$ cat config.mk
export PLATFORM = sky130hd
export DESIGN_NAME = ice_top
export DESIGN_NICKNAME = d
export VERILOG_FILES = /design/src/logic/ice_pkg.sv /design/src/logic/code_arbiter.sv /design/src/logic/cpu_datapath.sv /design/src/logic/cpu_sequencer.sv /design/src/logic/ice_top.sv /design/src/logic/uart_loader.sv /design/src/logic/uart_tx.sv
export SDC_FILE = /design/constraint.sdc
export NUM_CORES = 1
export LEC_CHECK = 0
export BUFFER_PORTS_ARGS = -buffer_cell sky130_fd_sc_hd__buf_4
export CORE_MARGIN = 10
export CORE_UTILIZATION = 55
export DETAILED_ROUTE_END_ITERATION = 12
export PLACE_DENSITY = 0.8
export SLEW_MARGIN = 25
export SYNTH_ARGS = -nofsm -noshare
export SYNTH_HDL_FRONTEND = slang
export SYNTH_SLANG_ARGS = --single-unit
$ cat constraint.sdc
create_clock -name i_clk -period 6.9 [get_ports i_clk]
set_input_delay 1.38 -clock i_clk [delete_from_list [all_inputs] [get_ports i_clk]]
set_output_delay 1.38 -clock i_clk [all_outputs]
set_load 0.05 [all_outputs]
$ cat src/logic/ice_pkg.sv
package ice_pkg;

   ////////////////////////////////////////
   // sizes and addresses

   localparam int BIT_CLKS   = 16;   // clocks per uart bit, short for sim
   localparam int LOAD_BYTES = 32;   // program image length
   localparam int CODE_AW    = 9;

   localparam logic [15:0] TX_DATA_ADDR = 16'h0201;
   localparam logic [15:0] TX_STAT_ADDR = 16'h0200;   // busy in bit 0

   ////////////////////////////////////////
   // opcodes

   // register forms carry rn in bits 2:0
   localparam logic [7:0] OP_INCR   = 8'h08;
   localparam logic [7:0] OP_DECA   = 8'h14;
   localparam logic [7:0] OP_ADDAI  = 8'h24;
   localparam logic [7:0] OP_ADDAR  = 8'h28;
   localparam logic [7:0] OP_RLC    = 8'h33;
   localparam logic [7:0] OP_JC     = 8'h40;
   localparam logic [7:0] OP_JNC    = 8'h50;
   localparam logic [7:0] OP_JZ     = 8'h60;
   localparam logic [7:0] OP_XRLAI  = 8'h64;
   localparam logic [7:0] OP_JNZ    = 8'h70;
   localparam logic [7:0] OP_MOVAI  = 8'h74;
   localparam logic [7:0] OP_MOVRI  = 8'h78;
   localparam logic [7:0] OP_SJMP   = 8'h80;
   localparam logic [7:0] OP_MOVDP  = 8'h90;   // mov dptr, #hi, #lo
   localparam logic [7:0] OP_SUBBAI = 8'h94;
   localparam logic [7:0] OP_SUBBAR = 8'h98;
   localparam logic [7:0] OP_CLRC   = 8'hC3;
   localparam logic [7:0] OP_MOVXAD = 8'hE0;   // movx a, @dptr
   localparam logic [7:0] OP_CLRA   = 8'hE4;
   localparam logic [7:0] OP_MOVAR  = 8'hE8;
   localparam logic [7:0] OP_MOVXDA = 8'hF0;   // movx @dptr, a
   localparam logic [7:0] OP_MOVRA  = 8'hF8;

   ////////////////////////////////////////
   // types

   typedef enum logic [2:0] {
      FETCH,
      DECODE0,
      DECODE1,
      DECODE2,
      EXECUTE
   } cpu_state_e;

   typedef logic [CODE_AW-1:0]               code_addr_t;
   typedef logic [$clog2(BIT_CLKS)-1:0]      bit_cnt_t;
   typedef logic [$clog2(LOAD_BYTES+1)-1:0]  load_cnt_t;

   typedef struct packed {
      logic       wr;
      code_addr_t addr;
      logic [7:0] data;
   } code_req_t;

   typedef struct packed {
      logic [7:0] op;
      logic [7:0] opd1;   // first operand byte
      logic [7:0] opd2;
   } instr_t;

   // match an rn form against its base opcode
   function automatic logic is_rform(input logic [7:0] op, input logic [7:0] base);
      return op[7:3] == base[7:3];
   endfunction

endpackage

$ cat src/logic/code_arbiter.sv
`timescale 1ns/1ps

module code_arbiter (
   input  logic               i_clk,
   input  logic               i_nrst,
   input  logic               i_load_done,
   input  ice_pkg::code_req_t i_loader_req,
   input  ice_pkg::code_req_t i_core_req,
   output ice_pkg::code_req_t o_code_req,
   output logic               o_core_gnt
);

   ////////////////////////////////////////
   // grant

   // loader owns the port until the image is in, core keeps it after that
   always_ff @(posedge i_clk or negedge i_nrst) begin
      if (!i_nrst) begin
         o_core_gnt <= 1'b0;
      end else if (i_load_done) begin
         o_core_gnt <= 1'b1;   // sticky
      end
   end

   assign o_code_req = o_core_gnt ? i_core_req : i_loader_req;

endmodule

$ cat src/logic/cpu_datapath.sv
`timescale 1ns/1ps

module cpu_datapath (
   input  logic            i_clk,
   input  logic            i_nrst,
   input  ice_pkg::instr_t i_instr,
   input  logic            i_exec,
   input  logic            i_tx_busy,
   output logic            o_acc_zero,
   output logic            o_carry,
   output logic            o_tx_start,
   output logic [7:0]      o_tx_data
);

   logic [7:0]  op;
   logic [7:0]  imm;
   logic [7:0]  acc;
   logic [7:0]  acc_next;
   logic        carry;
   logic        carry_next;
   logic [15:0] dptr;
   logic [15:0] dptr_next;
   logic [7:0]  rbank [8];
   logic [7:0]  r_sel;
   logic [7:0]  r_next;
   logic        r_wr;
   logic [7:0]  src;
   logic [8:0]  diff;

   assign op    = i_instr.op;
   assign imm   = i_instr.opd1;
   assign r_sel = rbank[op[2:0]];
   assign src   = op[3] ? r_sel : imm;   // add/subb rn forms have bit 3 set
   assign diff  = {1'b0, acc} - {1'b0, src} - {8'd0, carry};   // bit 8 is borrow

   ////////////////////////////////////////
   // execute

   always_comb begin
      acc_next   = acc;
      carry_next = carry;
      dptr_next  = dptr;
      r_wr       = 1'b0;
      r_next     = r_sel;
      if (i_exec) begin
         if (op == ice_pkg::OP_MOVAI) begin
            acc_next = imm;
         end else if (ice_pkg::is_rform(op, ice_pkg::OP_MOVRI)) begin
            r_wr   = 1'b1;
            r_next = imm;
         end else if (ice_pkg::is_rform(op, ice_pkg::OP_MOVAR)) begin
            acc_next = r_sel;
         end else if (ice_pkg::is_rform(op, ice_pkg::OP_MOVRA)) begin
            r_wr   = 1'b1;
            r_next = acc;
         end else if (op == ice_pkg::OP_ADDAI || ice_pkg::is_rform(op, ice_pkg::OP_ADDAR)) begin
            acc_next = acc + src;   // carry untouched
         end else if (op == ice_pkg::OP_SUBBAI || ice_pkg::is_rform(op, ice_pkg::OP_SUBBAR)) begin
            acc_next   = diff[7:0];
            carry_next = diff[8];
         end else if (op == ice_pkg::OP_XRLAI) begin
            acc_next = acc ^ imm;
         end else if (ice_pkg::is_rform(op, ice_pkg::OP_INCR)) begin
            r_wr   = 1'b1;
            r_next = r_sel + 8'd1;
         end else if (op == ice_pkg::OP_DECA) begin
            acc_next = acc - 8'd1;
         end else if (op == ice_pkg::OP_CLRA) begin
            acc_next = 8'h00;
         end else if (op == ice_pkg::OP_CLRC) begin
            carry_next = 1'b0;
         end else if (op == ice_pkg::OP_RLC) begin
            acc_next   = {acc[6:0], carry};
            carry_next = acc[7];
         end else if (op == ice_pkg::OP_MOVDP) begin
            dptr_next = {imm, i_instr.opd2};   // high byte first
         end else if (op == ice_pkg::OP_MOVXAD) begin
            // only the status address is mapped for reads
            acc_next = {7'd0, i_tx_busy & (dptr == ice_pkg::TX_STAT_ADDR)};
         end
      end
   end

   always_ff @(posedge i_clk or negedge i_nrst) begin
      if (!i_nrst) begin
         acc   <= '0;
         carry <= 1'b0;
         dptr  <= '0;
      end else begin
         acc   <= acc_next;
         carry <= carry_next;
         dptr  <= dptr_next;
      end
   end

   always_ff @(posedge i_clk) begin
      if (r_wr) rbank[op[2:0]] <= r_next;
   end

   assign o_acc_zero = (acc == 8'h00);
   assign o_carry    = carry;
   assign o_tx_start = i_exec & (op == ice_pkg::OP_MOVXDA) & (dptr == ice_pkg::TX_DATA_ADDR);
   assign o_tx_data  = acc;

endmodule

$ cat src/logic/cpu_sequencer.sv
`timescale 1ns/1ps

module cpu_sequencer (
   input  logic               i_clk,
   input  logic               i_nrst,
   input  logic               i_gnt,
   input  logic [7:0]         i_code_data,
   input  logic               i_acc_zero,
   input  logic               i_carry,
   output ice_pkg::code_req_t o_code_req,
   output ice_pkg::instr_t    o_instr,
   output logic               o_exec
);

   ice_pkg::cpu_state_e state;
   ice_pkg::cpu_state_e state_next;
   ice_pkg::code_addr_t pc;   // next code byte to read
   logic [7:0]          op_cur;
   logic [1:0]          n_opd;
   logic                pc_step;
   logic                taken;

   // opcode comes straight off the bus in DECODE0, latched afterwards
   assign op_cur = (state == ice_pkg::DECODE0) ? i_code_data : o_instr.op;

   always_comb begin
      case (op_cur)
         ice_pkg::OP_MOVDP: n_opd = 2'd2;
         ice_pkg::OP_MOVAI, ice_pkg::OP_ADDAI, ice_pkg::OP_SUBBAI, ice_pkg::OP_XRLAI,
         ice_pkg::OP_SJMP, ice_pkg::OP_JZ, ice_pkg::OP_JNZ, ice_pkg::OP_JC,
         ice_pkg::OP_JNC:   n_opd = 2'd1;
         default:           n_opd = ice_pkg::is_rform(op_cur, ice_pkg::OP_MOVRI) ? 2'd1 : 2'd0;
      endcase
   end

   always_comb begin
      case (o_instr.op)
         ice_pkg::OP_SJMP: taken = 1'b1;
         ice_pkg::OP_JZ:   taken = i_acc_zero;
         ice_pkg::OP_JNZ:  taken = ~i_acc_zero;
         ice_pkg::OP_JC:   taken = i_carry;
         ice_pkg::OP_JNC:  taken = ~i_carry;
         default:          taken = 1'b0;
      endcase
   end

   ////////////////////////////////////////
   // fsm and pc

   always_comb begin
      case (state)
         ice_pkg::FETCH:   state_next = i_gnt ? ice_pkg::DECODE0 : ice_pkg::FETCH;
         ice_pkg::DECODE0: state_next = (n_opd != 2'd0) ? ice_pkg::DECODE1 : ice_pkg::EXECUTE;
         ice_pkg::DECODE1: state_next = (n_opd == 2'd2) ? ice_pkg::DECODE2 : ice_pkg::EXECUTE;
         ice_pkg::DECODE2: state_next = ice_pkg::EXECUTE;
         default:          state_next = ice_pkg::FETCH;
      endcase
   end

   // one step per byte issued on the bus
   assign pc_step = ((state == ice_pkg::FETCH) & i_gnt) |
                    ((state == ice_pkg::DECODE0) & (n_opd != 2'd0)) |
                    ((state == ice_pkg::DECODE1) & (n_opd == 2'd2));

   always_ff @(posedge i_clk or negedge i_nrst) begin
      if (!i_nrst) begin
         state <= ice_pkg::FETCH;
         pc    <= '0;
      end else begin
         state <= state_next;
         if ((state == ice_pkg::EXECUTE) && taken) begin
            // pc already points past the jump here
            pc <= pc + {{(ice_pkg::CODE_AW-8){o_instr.opd1[7]}}, o_instr.opd1};
         end else if (pc_step) begin
            pc <= pc + 1'b1;
         end
      end
   end

   always_ff @(posedge i_clk) begin
      case (state)
         ice_pkg::DECODE0: o_instr.op   <= i_code_data;
         ice_pkg::DECODE1: o_instr.opd1 <= i_code_data;
         ice_pkg::DECODE2: o_instr.opd2 <= i_code_data;
         default: ;
      endcase
   end

   assign o_exec     = (state == ice_pkg::EXECUTE);
   assign o_code_req = '{wr: 1'b0, addr: pc, data: 8'h00};   // read only

endmodule

$ cat src/logic/ice_top.sv
`timescale 1ns/1ps

module ice_top (
   input  logic                        i_clk,
   input  logic                        i_nrst,
   input  logic                        i_uart_rx,
   input  logic [7:0]                  i_code_data,
   output logic                        o_uart_tx,
   output logic                        o_code_wr,
   output logic [ice_pkg::CODE_AW-1:0] o_code_addr,
   output logic [7:0]                  o_code_data
);

   ice_pkg::code_req_t loader_req;
   ice_pkg::code_req_t core_req;
   ice_pkg::code_req_t code_req;   // to the external memory
   ice_pkg::instr_t    instr;
   logic               load_done;
   logic               core_gnt;
   logic               exec;
   logic               acc_zero;
   logic               carry;
   logic               tx_start;
   logic               tx_busy;
   logic [7:0]         tx_data;

   ////////////////////////////////////////
   // code port

   uart_loader i_loader (
      .i_clk(i_clk), .i_nrst(i_nrst), .i_uart_rx(i_uart_rx),
      .o_code_req(loader_req), .o_load_done(load_done)
   );

   code_arbiter i_arbiter (
      .i_clk(i_clk), .i_nrst(i_nrst), .i_load_done(load_done),
      .i_loader_req(loader_req), .i_core_req(core_req),
      .o_code_req(code_req), .o_core_gnt(core_gnt)
   );

   assign o_code_wr   = code_req.wr;
   assign o_code_addr = code_req.addr;
   assign o_code_data = code_req.data;

   ////////////////////////////////////////
   // core and transmitter

   cpu_sequencer i_sequencer (
      .i_clk(i_clk), .i_nrst(i_nrst), .i_gnt(core_gnt), .i_code_data(i_code_data),
      .i_acc_zero(acc_zero), .i_carry(carry),
      .o_code_req(core_req), .o_instr(instr), .o_exec(exec)
   );

   cpu_datapath i_datapath (
      .i_clk(i_clk), .i_nrst(i_nrst), .i_instr(instr), .i_exec(exec), .i_tx_busy(tx_busy),
      .o_acc_zero(acc_zero), .o_carry(carry), .o_tx_start(tx_start), .o_tx_data(tx_data)
   );

   uart_tx i_uart_tx (
      .i_clk(i_clk), .i_nrst(i_nrst), .i_start(tx_start), .i_data(tx_data),
      .o_busy(tx_busy), .o_uart_tx(o_uart_tx)
   );

endmodule

$ cat src/logic/uart_loader.sv
`timescale 1ns/1ps

module uart_loader (
   input  logic                i_clk,
   input  logic                i_nrst,
   input  logic                i_uart_rx,
   output ice_pkg::code_req_t  o_code_req,
   output logic                o_load_done
);

   typedef enum logic [1:0] {RX_IDLE, RX_START, RX_DATA, RX_STOP} rx_state_e;

   rx_state_e           state;
   logic [1:0]          rx_sync;
   logic                rx;
   ice_pkg::bit_cnt_t   cnt;
   logic                half_tick;
   logic                full_tick;
   logic [7:0]          shreg;
   ice_pkg::load_cnt_t  byte_cnt;
   logic                take;
   logic                wr;
   ice_pkg::code_addr_t wr_addr;
   logic [7:0]          wr_data;

   assign rx        = rx_sync[1];
   assign half_tick = (cnt == ice_pkg::bit_cnt_t'(ice_pkg::BIT_CLKS/2 - 1));
   assign full_tick = (cnt == ice_pkg::bit_cnt_t'(ice_pkg::BIT_CLKS - 1));

   // good stop bit and image not yet full
   assign take = (state == RX_STOP) & full_tick & rx &
                 (byte_cnt != ice_pkg::load_cnt_t'(ice_pkg::LOAD_BYTES));

   ////////////////////////////////////////
   // frame state

   always_ff @(posedge i_clk or negedge i_nrst) begin
      if (!i_nrst) begin
         rx_sync <= 2'b11;   // line idles high
         state   <= RX_IDLE;
         cnt     <= '0;
      end else begin
         rx_sync <= {rx_sync[0], i_uart_rx};
         case (state)
            RX_IDLE: begin
               cnt <= '0;
               if (!rx) state <= RX_START;
            end
            RX_START: begin
               cnt <= half_tick ? '0 : cnt + 1'b1;
               if (half_tick) state <= rx ? RX_IDLE : RX_DATA;   // short glitch, back to idle
            end
            RX_DATA: begin
               cnt <= full_tick ? '0 : cnt + 1'b1;
               if (full_tick && shreg[0]) state <= RX_STOP;   // sentinel reached bit 0
            end
            RX_STOP: begin
               cnt <= full_tick ? '0 : cnt + 1'b1;
               if (full_tick) state <= RX_IDLE;
            end
            default: state <= RX_IDLE;
         endcase
      end
   end

   // lsb arrives first, marker bit drops out after 8 samples
   always_ff @(posedge i_clk) begin
      if (state == RX_START && half_tick) shreg <= 8'h80;
      else if (state == RX_DATA && full_tick) shreg <= {rx, shreg[7:1]};
   end

   ////////////////////////////////////////
   // code writes

   always_ff @(posedge i_clk or negedge i_nrst) begin
      if (!i_nrst) begin
         byte_cnt    <= '0;
         wr          <= 1'b0;
         o_load_done <= 1'b0;
      end else begin
         wr <= take;
         if (take) byte_cnt <= byte_cnt + 1'b1;
         if (byte_cnt == ice_pkg::load_cnt_t'(ice_pkg::LOAD_BYTES)) o_load_done <= 1'b1;
      end
   end

   always_ff @(posedge i_clk) begin
      if (take) begin
         wr_addr <= ice_pkg::code_addr_t'(byte_cnt);   // byte index
         wr_data <= shreg;
      end
   end

   assign o_code_req = '{wr: wr, addr: wr_addr, data: wr_data};

endmodule

$ cat src/logic/uart_tx.sv
`timescale 1ns/1ps

module uart_tx (
   input  logic       i_clk,
   input  logic       i_nrst,
   input  logic       i_start,
   input  logic [7:0] i_data,
   output logic       o_busy,
   output logic       o_uart_tx
);

   typedef enum logic [1:0] {TX_IDLE, TX_START, TX_SEND} tx_state_e;

   tx_state_e         state;
   ice_pkg::bit_cnt_t cnt;
   logic [3:0]        bit_cnt;   // 8 data bits then stop
   logic [8:0]        shreg;
   logic              tick;

   assign tick = (cnt == ice_pkg::bit_cnt_t'(ice_pkg::BIT_CLKS - 1));

   always_ff @(posedge i_clk or negedge i_nrst) begin
      if (!i_nrst) begin
         state   <= TX_IDLE;
         cnt     <= '0;
         bit_cnt <= '0;
      end else begin
         case (state)
            TX_IDLE: begin
               cnt     <= '0;
               bit_cnt <= '0;
               if (i_start) state <= TX_START;   // start while busy is dropped
            end
            TX_START: begin
               cnt <= tick ? '0 : cnt + 1'b1;
               if (tick) state <= TX_SEND;
            end
            TX_SEND: begin
               cnt <= tick ? '0 : cnt + 1'b1;
               if (tick) begin
                  if (bit_cnt == 4'd8) begin
                     state   <= TX_IDLE;
                     bit_cnt <= '0;
                  end else begin
                     bit_cnt <= bit_cnt + 1'b1;
                  end
               end
            end
            default: state <= TX_IDLE;
         endcase
      end
   end

   // stop bit rides above the data byte
   always_ff @(posedge i_clk) begin
      if (state == TX_IDLE && i_start) shreg <= {1'b1, i_data};
      else if (state == TX_SEND && tick) shreg <= {1'b1, shreg[8:1]};
   end

   assign o_busy    = (state != TX_IDLE);
   assign o_uart_tx = (state == TX_START) ? 1'b0 :
                      (state == TX_SEND)  ? shreg[0] :
                                            1'b1;

endmodule

==> results of run 1 <==
## Yosys cell counts (all sizes together), types with 20 or more instances
cell,n
a21oi,46
nor2,86
o21ai,46
ha,42
nand2,89
mux2,35
nor3,20
edfxtp,102
dfrtp,62
mux2i,26
buf,22
inv,41
clkbuf,24
nand3,28
xnor2,25
## layout by cell type, fill, tap and decap left out, types with 12 or more instances in the layout
master,count
dfxtp_1,15
clkbuf_16,17
o21ai_0,45
nand3_1,28
nor2b_1,18
mux2_2,35
nand2_1,87
buf_4,37
nor3_1,20
a21oi_1,40
xor2_1,16
mux2i_1,25
ha_1,42
nand2b_1,12
xnor2_1,25
nor2_1,85
inv_1,40
dfrtp_1,62
edfxtp_1,102
## layer usage
metal,share of wire (%),wire length [um],up-vias,GRT usage [%]
li1,-,-,3433,-
met1,43,9780,3556,24.8
met2,48,11000,313,31.1
met3,6.5,1480,59,3.25
met4,2.9,666,0,8.50
met5,0,0,-,0
## kinds of logic after synthesis
| kind of cell | Yosys count | synth area share, % |
|---|---|---|
| fa+ha+maj | 46 | 5.95 |
| simple gates | 325 | 16.6 |
| flops | 182 | 49.0 |
| buf+inv | 87 | 4.15 |
| compound gates | 186 | 12.5 |
| mux | 69 | 8.32 |
| xor+xnor | 41 | 3.53 |
## where the power goes
| group | switching, mW | internal [mW] |
|---|---|---|
| logic | 0.0519 | 0.0402 |
| clock network | 0.429 | 0.471 |
| registers | 0.0298 | 1.17 |
## path summary, 6_finish.rpt
kind	cells after the start	slack, ps	end	start
worst max-delay path	14	2330	i_datapath.o_tx_data[7]	i_sequencer.o_instr[18]
worst min-delay path	0	360	i_loader.rx_sync[1]	i_loader.rx_sync[0]
worst max register to register	14	2330	i_datapath.o_tx_data[7]	i_sequencer.o_instr[18]
worst min register to register	0	360	i_loader.rx_sync[1]	i_loader.rx_sync[0]
max in group asynchronous	1	5320	i_loader.cnt[2]	i_nrst
min in group asynchronous	1	1030	i_uart_tx.cnt[3]	i_nrst
## layout make-up
class / instances / area, um2 / share of cell area (%)
multi-input combinational: 667 / 4770 / 43.3
inverter: 41 / 154 / 1.40
sequential: 182 / 4990 / 45.2
clock buffer: 18 / 429 / 3.89
tap: 229 / 287 / 2.60
clock inverter: 14 / 120 / 1.09
timing repair buffer: 37 / 278 / 2.52
## state kept, by name, summed over array words and instances, names as in the netlist, 8 cells and up, named ones only
name,cells
i_datapath.dptr,16
i_uart_tx.shreg,8
i_loader.shreg,8
i_sequencer.o_instr,24
i_datapath.o_tx_data,8
i_sequencer.pc,9
i_loader.wr_data,8
i_datapath.rbank,64
## metrics by stage
step	utilization [%]	worst slack [ps]
floorplan	-	3240
global placement	57.9	2320
detailed placement	57.9	2210
CTS	61.0	2190
global route	61.0	1930
finish	61.0	2330
## critical path, delay by kind of cell (launching register included)
family | cells | cell delay [ps]
buffers and inverters | 2 | 460
adders and majority gates | 1 | 310
muxes | 2 | 680
AOI/OAI and AO/OA | 8 | 1990
xor gates and xnor gates | 1 | 140
DFF | 1 | 850
==> qor.yml, run 1 <==
crit_slowest_cell: "dfxtp_1"
ys_ff_latch: 182
hold_viol_final: 0
synth_edf_count: 102
wl_mm: 22.9
place_area_um2: 10500
cts_tree: "done"
netlist_area_um2: 10200
start_util_pct: 56.3
diodes: 0
first_iter_violations: 800
syn2layout_area_growth_pct: 8.36
synthArstFlopShare_pct: 35.2
ys_types: 89
endpoint_kind: "flip-flop"
path_max_fanout: 20
numCtsBuffers: 17
holdCritPathClass: "flip-flop to flip-flop"
cp-start-kind: "flip-flop"
synth_top_area_cell: "edfxtp_1"
dieArea_um2: 24400
dp.cells: 1156
vias: 7361
hpwl_mm: 15.8
htreeDepth: 4
ys_seq_area_share_pct: 49.0
fin_setup_tns_ps: 0
required_ps: 7190
root_buffer: "clkbuf_16"
drv_cap: 0
crit_type: "flip-flop to flip-flop"
die_h_um: 156
p_per_area_nw_per_um2: 198
fmax_mhz: 219
drc_errors: 0
post_cts_buffers: 0
drive_gt1_share_pct: 15.7
crit_path_cell_trace: "buf_4, mux2i_1, o21ai_0, a221o_1, mux2i_1, inv_1, ha_1, a21oi_1, o21bai_1, a221oi_1, a21oi_1, xnor2_1, a221oi_1, o31ai_1"
finalSetupViolations: 0
drtAntennaViolNets: 0
arrival_ps: 4860
status: "complete, no violations"
io-pin-count: 30
syn-num-nets: 993
firstDrtPassIters: 5
grt_max_degree: 65
ys.flop_type: "edfxtp_1"
yosys-top-cells-area: "edfxtp_1 (30%), dfrtp_1 (15%), ha_1 (5.2%)"
synth_cells: 936
min_period_ps: 4570
final_area_um2: 11000
io_buffers: 29
wl_per_cell_um: 19.3
die_x_um: 156
n_fill_cell: 1391
holdBufCountCts: 0
rows: 49
viasPerCell: 6.20
cts.repair.resized: 0
peakVddDrop_uv: 251
track_usage_pct: 19.2
crit_path_max_incr_delay_ps: 850
nets: 1003
worstMarginPinSlew_ps: 1020
grt_pass1_vias: 7215
synth_area_per_cell_um2: 10.9
clkTransAtPathRegs_ps: 70
report.final.slew_viol_count: 0
cts_buffer_depth: 2
grt_pass1_wl_mm: 37.4
insertion_delay_ps: 440
power.leakage_nw: 4.20
grt_overflow: 0
fin_cells: 1188
rsz0062_at_grt: "false"
core_um2: 18100
cts_sinks: 182
gp_congestion: 0.953
fin_crit_sh_pct: 66.3
yosys_warnings: 0
whs_ps: 356
yosys.area.top_type_share_pct: 30.1
finClkSkew_ps: 10.5
relSlewSlack_pct: 31.7
antenna_found_initial: 0
power_mw: 2.19
(Power assumes the default switching activity.)
==> run 2, diff against run 1 <==
--- a/config.mk
+++ b/config.mk
@@ -5,6 +5,7 @@
 export SDC_FILE = /design/constraint.sdc
 export NUM_CORES = 1
 export LEC_CHECK = 0
+export ABC_AREA = 1
 export BUFFER_PORTS_ARGS = -buffer_cell sky130_fd_sc_hd__buf_4
 export CORE_MARGIN = 10
 export CORE_UTILIZATION = 55
==> constraint.sdc (replaced) <==
create_clock -name i_clk -period 4.61 [get_ports i_clk]
set_input_delay 0.922 -clock i_clk [delete_from_list [all_inputs] [get_ports i_clk]]
set_output_delay 0.922 -clock i_clk [all_outputs]
set_load 0.05 [all_outputs]
==> run 2 against run 1 <==
Synthesized area about the same. Register-to-register slack got worse by 1700 ps. Hold slack about the same. Clock skew increased by 1.6 ps. Maximum frequency increased by 14%. Critical path depth increased by 9. Non-clock buffer count decreased by 1. Largest power group unchanged. Synthesized cell count increased by 30%. Via count increased by 11%. Power increased by 50%. Die area about the same.
==> qor.yml, run 2 <==
r2r_slack_ps: 610  # -1710 ps
crit_path_max_incr_delay_ps: 930  # +80 ps
diodes: 0  # unchanged
cts_buffer_depth: 2  # unchanged
io-pin-count: 30  # unchanged
rsz0062_at_grt: "false"
drc_errors: 0  # unchanged
power.leakage_nw: 5.13  # +22%
p_sw_share_pct: 23.3  # about the same
largest_reg_flops: 64  # unchanged
first_iter_violations: 737  # -7.9%
clkTransAtPathRegs_ps: 80  # about the same
numCtsBuffers: 17  # unchanged
ys_types: 53  # -40%
crit_type: "flip-flop to flip-flop"
yosys_warnings: 0  # unchanged
die_x_um: 156  # about the same
cpMostUsedCell: "nand2_1"
path_max_fanout: 22  # +10%
arrival_ps: 4320  # -540 ps
grt_pass1_wl_mm: 40.1  # +7.2%
fin_crit_sh_pct: 86.7  # +20 points
yosys-top-cells-area: "edfxtp_1 (30%), dfrtp_1 (15%), nand2_1 (14%)"
htreeDepth: 4  # unchanged
vias: 8141  # +11%
synth_commonest_cells: "nand2_1 (388), inv_1 (133), edfxtp_1 (102)"
synthArstFlopShare_pct: 35.2  # unchanged
rows: 49  # unchanged
post_cts_buffers: 0  # unchanged
worstMarginPinSlew_ps: 998  # -23.1 ps
p_sw_uw: 763  # +49%
finalSetupViolations: 0  # unchanged
hpwl_mm: 18.0  # +14%
cts_sinks: 182  # unchanged
start_util_pct: 56.3  # about the same
crit_path_cell_trace: "inv_2, nand2_1, nand2_1, nand2_1, nand2_1, inv_1, nor2_1, a21oi_1, fa_1, inv_1, ha_1, o21ai_0, and2_1, o21ai_0, nand2_1, nand2_1, nand2_1, nand2_1, nand2_1, nand3_1, nand4_1, nand2_1, nand2_1"
grt_max_degree: 65  # unchanged
wl_per_cell_um: 16.6  # -14%
finClkSkew_ps: 12.1  # +1.60 ps
comb_power_share_pct: 2.5  # -1.7 points
min_path_cells: 0  # unchanged
holdBufCountCts: 0  # unchanged
core_um2: 18100  # unchanged
synth_edf_count: 102  # unchanged
gp_congestion: 0.960  # +0.74%
syn-num-nets: 1272  # +28%
dieArea_um2: 24400  # about the same
drive_gt1_share_pct: 10.6  # -5.2 points
io_buffers: 29  # unchanged
grt_pass1_vias: 7748  # +7.4%
drv_cap: 0  # unchanged
hold_path.startpoint: "i_loader.rx_sync[0]"
ys_seq_area_share_pct: 49.0  # about the same
ys.flop_type: "edfxtp_1"
die_h_um: 156  # about the same
synth_area_per_cell_um2: 8.38  # -23%
endpoint_kind: "flip-flop"
wl_mm: 24.7  # +7.7%
peakVddDrop_uv: 315  # +26%
drtAntennaViolNets: 0  # unchanged
antenna_found_initial: 0  # unchanged
root_buffer: "clkbuf_16"
r2r_end: "i_datapath.o_tx_data[7]"
insertion_delay_ps: 430  # about the same
p_per_area_nw_per_um2: 292  # +47%
pwr-share-seq_pct: 53.1  # -1.6 points
layout_common_cells: "nand2_1 (388), inv_1 (133), edfxtp_1 (102)"
fmax_mhz: 250  # +14%
cts_tree: "done"
synth.most_common_cell: "nand2_1"
hold_viol_final: 0  # unchanged
r2r_cells: 23  # +9
syn2layout_area_growth_pct: 10.1
viasPerCell: 5.47  # -12%
crit_slowest_cell: "dfxtp_1"
cts.repair.resized: 0  # unchanged
p_int_mw: 2.51  # +50%
report.final.slew_viol_count: 0  # unchanged
status: "complete, no violations"
final_common_cell: "nand2_1"
nets: 1302  # +30%
ys_ff_latch: 182  # unchanged
cp-start-kind: "flip-flop"
netlist_area_um2: 10200  # about the same
synth_cells: 1215  # +30%
grt_overflow: 0  # unchanged
pwr-share-clk_pct: 44.4  # +3.3 points
yosys.area.top_type_share_pct: 30.1  # about the same
required_ps: 4940  # -2250 ps
min_period_ps: 4000  # -577 ps
holdPathEnd: "i_loader.rx_sync[1]"
fin_setup_tns_ps: 0  # unchanged
synth_top_area_cell: "edfxtp_1"
relSlewSlack_pct: 32.8  # +1.1 points
rr_startpoint: "i_sequencer.o_instr[17]"
track_usage_pct: 20.7  # +1.5 points
holdCritPathClass: "flip-flop to flip-flop"
n_fill_cell: 1535  # +10%
whs_ps: 357  # +0.255 ps
firstDrtPassIters: 7  # +2
run 2: worst max-delay path by stage:
| stage | start | to | slack (ps) | cells after the start |
|---|---|---|---|---|
| after floorplan | i_sequencer.o_instr[16] | i_datapath.o_tx_data[4] | 1460 | 21 |
| after global placement | i_sequencer.o_instr[17] | i_datapath.o_tx_data[3] | 930 | 19 |
| after detailed placement | i_sequencer.o_instr[17] | i_datapath.o_tx_data[7] | 790 | 23 |
| after CTS | i_sequencer.o_instr[17] | i_datapath.o_tx_data[7] | 730 | 23 |
| after global routing | i_sequencer.o_instr[17] | i_datapath.o_tx_data[3] | 240 | 19 |
| final | i_sequencer.o_instr[17] | i_datapath.o_tx_data[7] | 610 | 23 |
run 2: area by class of cell:
class	count	area, um2	area share [%]
multi-input combinational	861	4500	40.2
clock buffer	18	450	4.02
tap	229	287	2.56
timing repair buffer	36	270	2.41
clock inverter	14	149	1.33
sequential	182	4990	44.5
inverter	147	557	4.97
run 2: cells by family (layout without fill, tap and decap cells):
| family | after synthesis | after routing | synth area share, % |
|---|---|---|---|
| DFF | 182 | 182 | 49.0 |
| AOI/OAI and AO/OA | 169 | 169 | 9.36 |
| muxes | 8 | 8 | 0.885 |
| buffers and inverters | 172 | 215 | 7.07 |
| and+or+nand+nor | 612 | 612 | 25.5 |
| adders and majority gates | 46 | 46 | 5.95 |
| xor gates and xnor gates | 26 | 26 | 2.24 |
run 2: metal layers:
layer | GRT usage [%] | up-vias | wire length (um)
li1 | - | 4054 | -
met5 | 0 | - | 0
met3 | 3.42 | 62 | 1350
met4 | 8.72 | 0 | 856
met1 | 27.3 | 3762 | 10900
met2 | 33.0 | 263 | 11600
run 2: critical path: cells and delay by family, from the launching register on:
kind | cells | cell delay [ps]
simple gates | 15 | 1240
flops | 1 | 930
fa+ha+maj | 2 | 630
compound gates | 3 | 560
buf+inv | 3 | 540
run 2: metrics by stage:
step / instance area (um2) / setup slack, ps / util, % / cells / total power [mW]
4_1_cts: 11200 / 731 / 62.0 / 1487 / 3.29
2_1_floorplan: 10200 / 1460 / - / 1215 / 1.82
6_report: 11200 / 615 / 62.0 / 1487 / 3.27
3_3_place_gp: 10600 / 929 / 58.5 / 1455 / 1.85
5_1_grt: 11200 / 242 / 62.0 / 1487 / 3.37
3_5_place_dp: 10600 / 787 / 58.6 / 1455 / 1.86
run 2: power groups by stage:
stage | sequential (mW) | combinational, mW | clock (mW)
after global routing | 1.74 | 0.0975 | 1.53
after detailed placement | 1.77 | 0.0841 | 0
after global placement | 1.77 | 0.0759 | 0
after CTS | 1.74 | 0.0845 | 1.47
final | 1.74 | 0.0823 | 1.45
after floorplan | 1.77 | 0.0473 | 0
